$ cat src/verilog/mini_isa_pkg.sv
// ~~~~~~~~~~~~~~~~~~~~~~~~~~~~~~
// Mini core ISA definitions
// Opcodes and instruction field layout
// ~~~~~~~~~~~~~~~~~~~~~~~~~~~~~~

package mini_isa_pkg;

  // Instruction word and register file sizing
  parameter int unsigned InstrWidth   = 16;
  parameter int unsigned RegAddrWidth = 2;
  parameter int unsigned OpcodeWidth  = 4;

  // Opcode field
  parameter int unsigned OpcodeMsb = 15;
  parameter int unsigned OpcodeLsb = 12;

  // Register index fields
  parameter int unsigned RdMsb  = 11;
  parameter int unsigned RdLsb  = 10;
  parameter int unsigned Rs1Msb = 9;
  parameter int unsigned Rs1Lsb = 8;
  parameter int unsigned Rs2Msb = 7;
  parameter int unsigned Rs2Lsb = 6;

  // LDI immediate, overlaps rs2
  parameter int unsigned ImmMsb   = 7;
  parameter int unsigned ImmLsb   = 0;
  parameter int unsigned ImmWidth = ImmMsb - ImmLsb + 1;

  // Codes 9 to 15 are illegal
  typedef enum logic [OpcodeWidth-1:0] {
    NOP  = 4'd0,
    LDI  = 4'd1,
    ADD  = 4'd2,
    SUB  = 4'd3,
    AND  = 4'd4,
    OR   = 4'd5,
    XOR  = 4'd6,
    SHL  = 4'd7,   // rs1 shifted left by one
    HALT = 4'd8
  } opcode_e;

endpackage

$ cat src/verilog/mini_uarch_pkg.sv
// ~~~~~~~~~~~~~~~~~~~~~~~~~~~~~~
// Mini core microarchitecture types
// ~~~~~~~~~~~~~~~~~~~~~~~~~~~~~~

package mini_uarch_pkg;

  // Width of the retirement order counter
  parameter int unsigned OrderWidth = 32;

  typedef enum logic [1:0] {
    IDLE,
    WAIT_RSP,
    HALTED
  } fetch_state_e;

  typedef enum logic [2:0] {
    ALU_NONE,
    ALU_PASS_IMM,
    ALU_ADD,
    ALU_SUB,
    ALU_AND,
    ALU_OR,
    ALU_XOR,
    ALU_SHL
  } alu_op_e;

endpackage
$ cat src/verilog/mini_core.sv
// ~~~~~~~~~~~~~~~~~~~~~~~~~~~~~~
// Mini core top level
// Fetch, decode and execute in a three stage pipe
// ~~~~~~~~~~~~~~~~~~~~~~~~~~~~~~

`timescale 1ns/100ps

module mini_core #(
  parameter int unsigned AddrWidth = 8,
  parameter int unsigned DataWidth = 16,
  parameter int unsigned BootAddr  = 0
) (
  input  logic                                  clk_i,
  input  logic                                  rst_i,
  input  logic                                  fetch_enable_i,
  input  logic                                  instr_rvalid_i,
  input  logic [mini_isa_pkg::InstrWidth-1:0]   instr_rdata_i,
  output logic                                  instr_req_o,
  output logic [AddrWidth-1:0]                  instr_addr_o,
  output logic                                  retire_valid_o,
  output logic [mini_uarch_pkg::OrderWidth-1:0] retire_order_o,
  output logic [AddrWidth-1:0]                  retire_pc_o,
  output logic [mini_isa_pkg::InstrWidth-1:0]   retire_insn_o,
  output logic [mini_isa_pkg::RegAddrWidth-1:0] retire_rd_addr_o,
  output logic [DataWidth-1:0]                  retire_rd_wdata_o,
  output logic                                  retire_trap_o,
  output logic                                  core_sleep_o
);

  // Fetch to decode
  logic                                  f_valid;
  logic [mini_isa_pkg::InstrWidth-1:0]   f_instr;
  logic [AddrWidth-1:0]                  f_pc;
  logic                                  f_halt;

  // Decode to execute
  logic                                  d_valid;
  mini_uarch_pkg::alu_op_e               d_op;
  logic [mini_isa_pkg::RegAddrWidth-1:0] d_rd;
  logic [mini_isa_pkg::RegAddrWidth-1:0] d_rs1;
  logic [mini_isa_pkg::RegAddrWidth-1:0] d_rs2;
  logic [DataWidth-1:0]                  d_imm;
  logic                                  d_write;
  logic                                  d_illegal;
  logic                                  d_halt;
  logic [AddrWidth-1:0]                  d_pc;
  logic [mini_isa_pkg::InstrWidth-1:0]   d_instr;

  mini_fetch #(
    .AddrWidth (AddrWidth),
    .BootAddr  (BootAddr )
  ) u_fetch (
    .clk_i          (clk_i         ),
    .rst_i          (rst_i         ),
    .fetch_enable_i (fetch_enable_i),
    .instr_rvalid_i (instr_rvalid_i),
    .instr_rdata_i  (instr_rdata_i ),
    .instr_req_o    (instr_req_o   ),
    .instr_addr_o   (instr_addr_o  ),
    .f_valid_o      (f_valid       ),
    .f_instr_o      (f_instr       ),
    .f_pc_o         (f_pc          ),
    .f_halt_o       (f_halt        )
  );

  mini_decode #(
    .AddrWidth (AddrWidth),
    .DataWidth (DataWidth)
  ) u_decode (
    .clk_i       (clk_i    ),
    .rst_i       (rst_i    ),
    .f_valid_i   (f_valid  ),
    .f_instr_i   (f_instr  ),
    .f_pc_i      (f_pc     ),
    .f_halt_i    (f_halt   ),
    .d_valid_o   (d_valid  ),
    .d_op_o      (d_op     ),
    .d_rd_o      (d_rd     ),
    .d_rs1_o     (d_rs1    ),
    .d_rs2_o     (d_rs2    ),
    .d_imm_o     (d_imm    ),
    .d_write_o   (d_write  ),
    .d_illegal_o (d_illegal),
    .d_halt_o    (d_halt   ),
    .d_pc_o      (d_pc     ),
    .d_instr_o   (d_instr  )
  );

  mini_execute #(
    .AddrWidth (AddrWidth),
    .DataWidth (DataWidth)
  ) u_execute (
    .clk_i             (clk_i            ),
    .rst_i             (rst_i            ),
    .d_valid_i         (d_valid          ),
    .d_op_i            (d_op             ),
    .d_rd_i            (d_rd             ),
    .d_rs1_i           (d_rs1            ),
    .d_rs2_i           (d_rs2            ),
    .d_imm_i           (d_imm            ),
    .d_write_i         (d_write          ),
    .d_illegal_i       (d_illegal        ),
    .d_halt_i          (d_halt           ),
    .d_pc_i            (d_pc             ),
    .d_instr_i         (d_instr          ),
    .retire_valid_o    (retire_valid_o   ),
    .retire_order_o    (retire_order_o   ),
    .retire_pc_o       (retire_pc_o      ),
    .retire_insn_o     (retire_insn_o    ),
    .retire_rd_addr_o  (retire_rd_addr_o ),
    .retire_rd_wdata_o (retire_rd_wdata_o),
    .retire_trap_o     (retire_trap_o    ),
    .core_sleep_o      (core_sleep_o     )
  );

endmodule

$ cat src/verilog/mini_decode.sv
// ~~~~~~~~~~~~~~~~~~~~~~~~~~~~~~
// Mini core decode stage
// Field split and opcode to ALU op mapping
// ~~~~~~~~~~~~~~~~~~~~~~~~~~~~~~

`timescale 1ns/100ps

module mini_decode #(
  parameter int unsigned AddrWidth = 8,
  parameter int unsigned DataWidth = 16
) (
  input  logic                                  clk_i,
  input  logic                                  rst_i,
  input  logic                                  f_valid_i,
  input  logic [mini_isa_pkg::InstrWidth-1:0]   f_instr_i,
  input  logic [AddrWidth-1:0]                  f_pc_i,
  input  logic                                  f_halt_i,
  output logic                                  d_valid_o,
  output mini_uarch_pkg::alu_op_e               d_op_o,
  output logic [mini_isa_pkg::RegAddrWidth-1:0] d_rd_o,
  output logic [mini_isa_pkg::RegAddrWidth-1:0] d_rs1_o,
  output logic [mini_isa_pkg::RegAddrWidth-1:0] d_rs2_o,
  output logic [DataWidth-1:0]                  d_imm_o,
  output logic                                  d_write_o,
  output logic                                  d_illegal_o,
  output logic                                  d_halt_o,
  output logic [AddrWidth-1:0]                  d_pc_o,
  output logic [mini_isa_pkg::InstrWidth-1:0]   d_instr_o
);

  mini_isa_pkg::opcode_e   opcode;
  mini_uarch_pkg::alu_op_e alu_op;
  logic                    write_en;
  logic                    illegal;

  assign opcode = mini_isa_pkg::opcode_e'(
      f_instr_i[mini_isa_pkg::OpcodeMsb:mini_isa_pkg::OpcodeLsb]);

  always_comb begin
    alu_op   = mini_uarch_pkg::ALU_NONE;
    write_en = 1'b1;
    illegal  = 1'b0;
    case (opcode)
      mini_isa_pkg::LDI:  alu_op = mini_uarch_pkg::ALU_PASS_IMM;
      mini_isa_pkg::ADD:  alu_op = mini_uarch_pkg::ALU_ADD;
      mini_isa_pkg::SUB:  alu_op = mini_uarch_pkg::ALU_SUB;
      mini_isa_pkg::AND:  alu_op = mini_uarch_pkg::ALU_AND;
      mini_isa_pkg::OR:   alu_op = mini_uarch_pkg::ALU_OR;
      mini_isa_pkg::XOR:  alu_op = mini_uarch_pkg::ALU_XOR;
      mini_isa_pkg::SHL:  alu_op = mini_uarch_pkg::ALU_SHL;
      mini_isa_pkg::NOP,
      mini_isa_pkg::HALT: write_en = 1'b0;
      // Codes 9 to 15
      default: begin
        write_en = 1'b0;
        illegal  = 1'b1;
      end
    endcase
  end

  always_ff @(posedge clk_i) begin
    if (rst_i) begin
      d_valid_o <= 1'b0;
    end else begin
      d_valid_o <= f_valid_i;
    end
  end

  always_ff @(posedge clk_i) begin
    if (f_valid_i) begin
      d_op_o      <= alu_op;
      d_rd_o      <= f_instr_i[mini_isa_pkg::RdMsb:mini_isa_pkg::RdLsb];
      d_rs1_o     <= f_instr_i[mini_isa_pkg::Rs1Msb:mini_isa_pkg::Rs1Lsb];
      d_rs2_o     <= f_instr_i[mini_isa_pkg::Rs2Msb:mini_isa_pkg::Rs2Lsb];
      // Zero-extended immediate
      d_imm_o     <= {{(DataWidth - mini_isa_pkg::ImmWidth){1'b0}},
                      f_instr_i[mini_isa_pkg::ImmMsb:mini_isa_pkg::ImmLsb]};
      d_write_o   <= write_en;
      d_illegal_o <= illegal;
      d_halt_o    <= f_halt_i;
      d_pc_o      <= f_pc_i;
      d_instr_o   <= f_instr_i;
    end
  end

endmodule

$ cat src/verilog/mini_execute.sv
// ~~~~~~~~~~~~~~~~~~~~~~~~~~~~~~
// Mini core execute and retire stage
// Register file, ALU and retirement trace
// ~~~~~~~~~~~~~~~~~~~~~~~~~~~~~~

`timescale 1ns/100ps

module mini_execute #(
  parameter int unsigned AddrWidth = 8,
  parameter int unsigned DataWidth = 16
) (
  input  logic                                  clk_i,
  input  logic                                  rst_i,
  input  logic                                  d_valid_i,
  input  mini_uarch_pkg::alu_op_e               d_op_i,
  input  logic [mini_isa_pkg::RegAddrWidth-1:0] d_rd_i,
  input  logic [mini_isa_pkg::RegAddrWidth-1:0] d_rs1_i,
  input  logic [mini_isa_pkg::RegAddrWidth-1:0] d_rs2_i,
  input  logic [DataWidth-1:0]                  d_imm_i,
  input  logic                                  d_write_i,
  input  logic                                  d_illegal_i,
  input  logic                                  d_halt_i,
  input  logic [AddrWidth-1:0]                  d_pc_i,
  input  logic [mini_isa_pkg::InstrWidth-1:0]   d_instr_i,
  output logic                                  retire_valid_o,
  output logic [mini_uarch_pkg::OrderWidth-1:0] retire_order_o,
  output logic [AddrWidth-1:0]                  retire_pc_o,
  output logic [mini_isa_pkg::InstrWidth-1:0]   retire_insn_o,
  output logic [mini_isa_pkg::RegAddrWidth-1:0] retire_rd_addr_o,
  output logic [DataWidth-1:0]                  retire_rd_wdata_o,
  output logic                                  retire_trap_o,
  output logic                                  core_sleep_o
);

  localparam int unsigned NumRegs = 2 ** mini_isa_pkg::RegAddrWidth;

  logic [DataWidth-1:0] rf_q [NumRegs];
  logic [DataWidth-1:0] rs1_val;
  logic [DataWidth-1:0] rs2_val;
  logic [DataWidth-1:0] result;
  logic                 rf_we;

  assign rs1_val = rf_q[d_rs1_i];
  assign rs2_val = rf_q[d_rs2_i];
  assign rf_we   = d_valid_i && d_write_i;

  // Results wrap at DataWidth
  always_comb begin
    case (d_op_i)
      mini_uarch_pkg::ALU_PASS_IMM: result = d_imm_i;
      mini_uarch_pkg::ALU_ADD:      result = rs1_val + rs2_val;
      mini_uarch_pkg::ALU_SUB:      result = rs1_val - rs2_val;
      mini_uarch_pkg::ALU_AND:      result = rs1_val & rs2_val;
      mini_uarch_pkg::ALU_OR:       result = rs1_val | rs2_val;
      mini_uarch_pkg::ALU_XOR:      result = rs1_val ^ rs2_val;
      mini_uarch_pkg::ALU_SHL:      result = rs1_val << 1;
      default:                      result = '0;
    endcase
  end

  always_ff @(posedge clk_i) begin
    if (rst_i) begin
      for (int i = 0; i < NumRegs; i++) begin
        rf_q[i] <= '0;
      end
    end else if (rf_we) begin
      rf_q[d_rd_i] <= result;
    end
  end

  // Order count advances once per retired instruction
  always_ff @(posedge clk_i) begin
    if (rst_i) begin
      retire_order_o <= '0;
      core_sleep_o   <= 1'b0;
    end else if (d_valid_i) begin
      retire_order_o <= retire_order_o + 1'b1;
      if (d_halt_i) begin
        core_sleep_o <= 1'b1;
      end
    end
  end

  // Trace is combinational from the decode registers
  assign retire_valid_o    = d_valid_i;
  assign retire_pc_o       = d_pc_i;
  assign retire_insn_o     = d_instr_i;
  assign retire_rd_addr_o  = d_write_i ? d_rd_i : '0;
  assign retire_rd_wdata_o = d_write_i ? result : '0;
  assign retire_trap_o     = d_illegal_i;

endmodule

$ cat src/verilog/mini_fetch.sv
// ~~~~~~~~~~~~~~~~~~~~~~~~~~~~~~
// Mini core fetch stage
// One outstanding request, response registered to decode
// ~~~~~~~~~~~~~~~~~~~~~~~~~~~~~~

`timescale 1ns/100ps

module mini_fetch #(
  parameter int unsigned AddrWidth = 8,
  parameter int unsigned BootAddr  = 0
) (
  input  logic                                clk_i,
  input  logic                                rst_i,
  input  logic                                fetch_enable_i,
  input  logic                                instr_rvalid_i,
  input  logic [mini_isa_pkg::InstrWidth-1:0] instr_rdata_i,
  output logic                                instr_req_o,
  output logic [AddrWidth-1:0]                instr_addr_o,
  output logic                                f_valid_o,
  output logic [mini_isa_pkg::InstrWidth-1:0] f_instr_o,
  output logic [AddrWidth-1:0]                f_pc_o,
  output logic                                f_halt_o
);

  mini_uarch_pkg::fetch_state_e state_q;
  logic [AddrWidth-1:0]         pc_q;
  logic                         req_q;
  logic                         rsp_accept;
  logic                         rsp_is_halt;

  // Responses only count while a request is outstanding
  assign rsp_accept  = instr_rvalid_i && (state_q == mini_uarch_pkg::WAIT_RSP);
  assign rsp_is_halt = instr_rdata_i[mini_isa_pkg::OpcodeMsb:mini_isa_pkg::OpcodeLsb]
                       == mini_isa_pkg::HALT;

  assign instr_req_o  = req_q;
  assign instr_addr_o = pc_q;

  always_ff @(posedge clk_i) begin
    if (rst_i) begin
      state_q   <= mini_uarch_pkg::IDLE;
      pc_q      <= AddrWidth'(BootAddr);
      req_q     <= 1'b0;
      f_valid_o <= 1'b0;
    end else begin
      req_q     <= 1'b0;
      f_valid_o <= rsp_accept;
      case (state_q)
        mini_uarch_pkg::IDLE: begin
          if (fetch_enable_i) begin
            req_q   <= 1'b1;
            state_q <= mini_uarch_pkg::WAIT_RSP;
          end
        end
        mini_uarch_pkg::WAIT_RSP: begin
          if (instr_rvalid_i) begin
            pc_q <= pc_q + 1'b1;
            if (rsp_is_halt) begin
              state_q <= mini_uarch_pkg::HALTED;
            end else if (fetch_enable_i) begin
              // Back-to-back: next request right after the response
              req_q <= 1'b1;
            end else begin
              state_q <= mini_uarch_pkg::IDLE;
            end
          end
        end
        // HALTED holds until reset
        default: state_q <= mini_uarch_pkg::HALTED;
      endcase
    end
  end

  // Word, its pc and the halt predecode
  always_ff @(posedge clk_i) begin
    if (rsp_accept) begin
      f_instr_o <= instr_rdata_i;
      f_pc_o    <= pc_q;
      f_halt_o  <= rsp_is_halt;
    end
  end

endmodule

$ cat config.mk
export PLATFORM = sky130hd
export DESIGN_NAME = mini_core
export DESIGN_NICKNAME = d
export VERILOG_FILES = /design/src/verilog/mini_isa_pkg.sv /design/src/verilog/mini_uarch_pkg.sv /design/src/verilog/mini_core.sv /design/src/verilog/mini_decode.sv /design/src/verilog/mini_execute.sv /design/src/verilog/mini_fetch.sv
export SDC_FILE = /design/constraint.sdc
export NUM_CORES = 1
export LEC_CHECK = 0
export BUFFER_PORTS_ARGS = -buffer_cell sky130_fd_sc_hd__buf_2
export CELL_PAD_IN_SITES_DETAIL_PLACEMENT = 1
export CELL_PAD_IN_SITES_GLOBAL_PLACEMENT = 1
export CORE_AREA = 5 5 154 141
export DETAILED_ROUTE_END_ITERATION = 8
export DIE_AREA = 0 0 159 146
export GPL_ROUTABILITY_DRIVEN = 0
export PLACE_DENSITY_LB_ADDON = 0.1
export SYNTH_ARGS = -nofsm -noshare
export SYNTH_HDL_FRONTEND = slang
export SYNTH_SLANG_ARGS = --single-unit
$ cat constraint.sdc
create_clock -name clk_i -period 5.4 [get_ports clk_i]
set_input_delay 0.27 -clock clk_i [delete_from_list [all_inputs] [get_ports clk_i]]
set_output_delay 0.27 -clock clk_i [all_outputs]
set_load 0.03 [all_outputs]
# Word level (Yosys, flattened, before mapping)
# Memory sizes are Yosys's and may differ from the RTL's. A register that Yosys moved wholly into a read port is not among the register bits.
# Index checks and enable logic that the tools add are counted.
[totals] regBits=115 rom_bits=0 latchBits=0 mem_count=1 wordCells=83 output_inout_bits=86 mem_bits_rw=64 input_bits=20
[memory_table] memory="u_execute.rf_q" depth=4 width=16 read_ports=2 rd_clocked_by_memory_dff=2 write_ports=4 line="mini_execute.sv:37" rtl="logic [DataWidth-1:0] rf_q [NumRegs];"
[op_classes] n_mux=25 bitwise_logic=3 addsub=4 multipliers=0 eq_ne=20 n_lt_le_gt_ge=0 div=0 n_shift=0 reduce_logical=10
[ops] op="case mux 16 bit (7 select lines)" count=1
[ops] op="adder 32 x 1 -> 32 bit, second input constant" count=1
[ops] op="two-way mux 16 bit" count=2
[ops] op="case mux 3 bit (7 select lines)" count=1
[ops] op="adder 16 bit" count=1
[ops] op="AND 16 bit" count=1
[ops] op="== test 4 x 3 -> 1 bit, second input constant" count=4
[ops] op="two-way mux 2 bit" count=8
[ops] op="OR 16 bit" count=1
[ops] op="OR reduction 16 bit" count=1
[ops] op="subtractor 16 bit" count=1
[ops] op="bitwise XOR 16 bit" count=1
[ops] op="== test 3 bit, second input constant" count=4
[ops] op="two-way mux 1 bit" count=11
[ops] op="OR reduction 9 bit" count=1
[ops] op="adder 8 x 1 -> 8 bit, second input constant" count=1
[ops] op="== test 4 x 2 -> 1 bit, second input constant" count=2
[ops] op="== test 4 bit, second input constant" count=2
[ops] op="OR reduction 7 bit" count=1
[ops] op="== test 3 x 2 -> 1 bit, second input constant" count=2
[ops] op="== test 4 x 1 -> 1 bit, second input constant" count=1
[ops] op="zero test 4 bit" count=1
[ops] op="inequality test 2 bit, second input constant" count=2
[ops] op="case mux 2 bit (2 select lines)" count=1
[ops] op="other kinds (8)" count=10

# Depth between registers and ports, before layout
[depth] depth_word=6 ltp_mapped=16 mapped_depth_nobuf=15

# By module
# From an unflattened synthesis, not the netlist that was laid out.
[unflattened] hier_cells=899 area_unflattened_um2=9728.1
[by_module_without_submodules] module="mini_execute" cells_per_inst=759 area_each_um2=7333.3 seq_area_each_um2=2582.5 instances=1
[by_module_without_submodules] module="mini_fetch" cells_per_inst=79 area_each_um2=1260.0 seq_area_each_um2=991.0 instances=1
[by_module_without_submodules] module="mini_decode" cells_per_inst=61 area_each_um2=1134.8 seq_area_each_um2=920.9 instances=1

# Least setup slack after synthesis
# OpenSTA, ideal clock, no wires.
[synth_path] path_type="reg2out" startpoint="register (tool-made name)" endpoint="output port retire_rd_wdata_o[15]" t_arrival_ns=3.836 stages_incl_launch_ff=15 path_buffers=1 t_required_ns=5.130 slack_ns=1.294 cell_sequence="dfxtp_1 buf_6 mux4_2 or4_4 nor3_4 a21oi_1 xnor2_1 ha_1 and4_1 o2111ai_1 a21oi_1 nor3_1 o21ai_0 a41oi_2 a21boi_1"
[synth_lines] item="end: declaration" line="mini_core.sv:25" rtl="output logic [DataWidth-1:0] retire_rd_wdata_o,"

==> metrics.log <==
INFO  metric status = finished clean
INFO  metric drv_cap = 0
INFO  metric grt_max_degree = 53
INFO  metric cts_clock_pin_slew_for_the_worst_setup_and_hold_paths = 70 ps
INFO  metric fp.dieH = 146 µm
INFO  metric detailedRoute.firstIterationViolations = 323
INFO  metric critPathBufInv = 2
INFO  metric clock_latency = 420 ps
INFO  metric final_antenna_net_count = 0
INFO  metric vias = 6952
INFO  metric yosysUniqueCellTypes = 65
INFO  metric worstSetupPathType = flip-flop to output port
INFO  metric setup.worst_path.start_class = flip-flop
INFO  metric clock_tree.htree_level_count = 4
INFO  metric crit_chain = buf_4 > mux4_2 > or2_2 > nor3_4 > a21oi_1 > xnor2_1 > ha_1 > and4_1 > o2111ai_1 > a21oi_1 > nor3_1 > o21ai_1 > a41oi_2 > a21boi_1 > buf_2
INFO  metric drt_wl_total = 25340 µm
INFO  metric cts_tree = done
INFO  metric fraction_of_final_layout_cells_sized_beyond_drive_strength_1 = 22.62%
INFO  metric dp_hpwl = 18200 µm
INFO  metric syn_avg_cell_area = 11.44 µm²
INFO  metric synth.ff_latch_count = 169
INFO  metric row_count = 49
INFO  metric core_area = 19800 µm²
INFO  metric yosys_warnings = 0
INFO  metric final_cell_count_no_fill = 1188
INFO  metric synth_area_leader_cell = sky130_fd_sc_hd__edfxtp_1
INFO  metric final_hold_viol_count = 0
INFO  metric synthFlopType = sky130_fd_sc_hd__edfxtp_1
INFO  metric timing.critical_path.slowest_cell_delay = 580 ps
INFO  metric cts_buffers = 17
INFO  metric report.final.setup_viol = 0
INFO  metric clock_sink_count = 169
INFO  metric cpLargestDelayFamily = compound AO/OA/AOI/OAI gates
INFO  metric number_of_antenna_violations_at_the_first_check_in_global_routing = 0
INFO  metric synth.cell_area = 9233 µm²
INFO  metric peakVddDrop = 210.8 µV
INFO  metric final.setup_skew = 14.33 ps
INFO  metric maxSlewViolCount = 0
INFO  metric share_of_the_clock_period_used_by_the_worst_path = 93.05%
INFO  metric cts_buffer_depth = 2
INFO  metric final_period_minus_worst_setup_slack = 5024 ps
INFO  metric viasPerCell = 5.852
INFO  metric root_buffer = sky130_fd_sc_hd__clkbuf_16
INFO  metric tightest_slew = 1085 ps
INFO  metric synth.top_cells.by_area = sky130_fd_sc_hd__edfxtp_1, sky130_fd_sc_hd__dfxtp_1, sky130_fd_sc_hd__mux4_2
INFO  metric worst_min_delay_path_startpoint = instr_rdata_i[8]
INFO  metric synth_nets = 878
INFO  metric start_util = 46.62%
INFO  metric drt_pre_antenna_iters = 5
INFO  metric static-leakage-power = 4.342 nW
INFO  metric route.detailed.drc = 0
INFO  metric grt.overflow.total = 0
INFO  metric top_level_pins = 106
INFO  metric num_antenna_cells = 0
INFO  metric wire_per_inst = 21.33 µm
INFO  metric grt_first_pass_wirelength = 40640 µm
INFO  metric synth-edff-count = 119
INFO  metric numPlacedInstances = 1148
INFO  metric mostFrequentLayoutCell = sky130_fd_sc_hd__nor2_1
INFO  metric timing.slew.headroom = 27.64%
INFO  metric async_reset_ff_share = 0%
INFO  metric timing.critical_path.arrival = 4750 ps
INFO  metric grt_pass1_vias = 7545
INFO  metric path_common_cell = sky130_fd_sc_hd__a21oi_1
INFO  metric required_time_of_the_critical_path = 5130 ps
INFO  metric synth_top_cell_area_share = 38.70%
INFO  metric io_buffers = 105
INFO  metric floorplan.die.width = 159 µm
INFO  metric power.density = 285.1 nW/µm²
INFO  metric crit_fanout = 10
INFO  metric synth_seq_area_share = 49.55%
INFO  metric die_area = 23210 µm²
INFO  metric hp-class = input port to flip-flop
INFO  metric syn_inst = 807
INFO  metric max_freq = 199.0 MHz
INFO  metric postCtsSetupBuffers = 0
INFO  metric critPathSlowestCell = sky130_fd_sc_hd__mux4_2
INFO  metric grt_util_all_layers = 21.85%
INFO  metric areaGrowthSynthToFinish = 16.64%
INFO  metric rsz_0062_raised_after_global_routing = false
INFO  metric final_util = 54.38%
INFO  metric post_route_setup_tns = 0 ps
INFO  metric nets = 991
INFO  metric endpoint_kind = output port
INFO  metric highest_count_cells_in_the_layout_ignoring_fill_and_taps = sky130_fd_sc_hd__nor2_1, sky130_fd_sc_hd__edfxtp_1, sky130_fd_sc_hd__buf_2
## sequential cells by signal (all words and copies together) (netlist names), 2 cells and up, named ones only
name	cells
u_decode.d_pc_o	8
u_decode.d_instr_o	16
u_fetch.state_q	2
u_fetch.f_instr_o	16
u_fetch.instr_addr_o	8
u_decode.d_op_o	3
u_execute.retire_order_o	32
u_execute.rf_q	64
u_fetch.f_pc_o	8
## through the flow
stage / power, mW / hold slack (ps) / instance area [µm²] / worst slack (ps)
final: 3.070 / 24.07 / 10770 / 375.5
after global routing: 3.198 / 0.1167 / 10770 / 62.74
after CTS: 3.085 / 1.119 / 10690 / 17.16
after detailed placement: 1.870 / 406.6 / 10070 / 483.1
after global placement: 1.851 / 401.3 / 10070 / 566.7
after floorplan: 1.743 / 368.9 / 9233 / 1294
## power by group
group          total, mW  internal, mW  switching, mW
logic              0.416         0.162          0.254
clock network       1.22         0.708          0.507
registers           1.44          1.42         0.0227
total               3.07          2.29          0.784
## logic make-up after synthesis
kind of cell / after synthesis / synth area share (%)
fa+ha+maj: 51 / 6.993
buf+inv: 91 / 3.849
flops: 169 / 49.55
xor+xnor: 51 / 4.838
mux: 60 / 12.06
compound gates: 111 / 8.145
simple gates: 274 / 14.57
## worst register-to-register path, delay by kind of cell (launching register included)
family	cells	cell delay, ps
XOR/XNOR	1	160
adder cells (fa/ha/maj)	2	570
buffers and inverters	4	740
AND/OR/NAND/NOR	2	400
AO/OA/AOI/OAI	7	1340
flip-flops	1	480
multiplexers	1	580
## metal layers
metal / share of wire [%] / global-route usage [%] / wire length (µm)
met1: 42 / 27.99 / 10650
met2: 49 / 36.90 / 12490
met3: 7.2 / 5.891 / 1816
met4: 1.5 / 5.714 / 383
met5: 0 / 0 / 0
## worst paths after layout
check,endpoint,slack (ps),cells past startpoint
max,retire_rd_wdata_o[15],380,15
min,u_fetch.f_instr_o[8]$_DFFE_PP_,20,1
max reg2reg,u_execute.rf_q[1][14]$_SDFFCE_PN0P_,890,17
min reg2reg,u_decode.d_halt_o$_DFFE_PP_,420,0
## Yosys cell counts, drive strengths merged, types with 3 or more instances
master	n
clkbuf	26
nand3	16
o211ai	3
and2	7
o21ai	19
a22oi	4
a31oi	6
edfxtp	119
dfxtp	50
a41oi	3
nand2b	8
nor2	121
o21a	6
or3	8
mux2	4
nor2b	22
xnor2	25
o31ai	3
mux2i	16
xor2	26
nor3b	5
a221o	4
nand2	32
and3	6
buf	12
ha	50
inv	53
mux4	40
a21boi	3
a211oi	5
and4	8
a211o	3
a21oi	31
o221ai	3
nand4	11
nor3	18
nor4b	3
## repair_timing
action | in CTS | in global routing
gates resized for setup | 0 | 7
endpoints found under the hold margin | 2 | 6
hold buffers | 2 | 6
setup endpoints to repair | 0 | 6
## final cells by class
| class | instances | area (µm²) |
|---|---|---|
| clock inverter | 10 | 105.1 |
| sequential | 169 | 4576 |
| inverter | 53 | 198.9 |
| tap | 255 | 319.1 |
| clock buffer | 22 | 495.5 |
| multi-input combinational | 547 | 4327 |
| timing repair buffer | 132 | 748.2 |
| fill | 2135 | 9034 |
(Power assumes the default switching activity.)
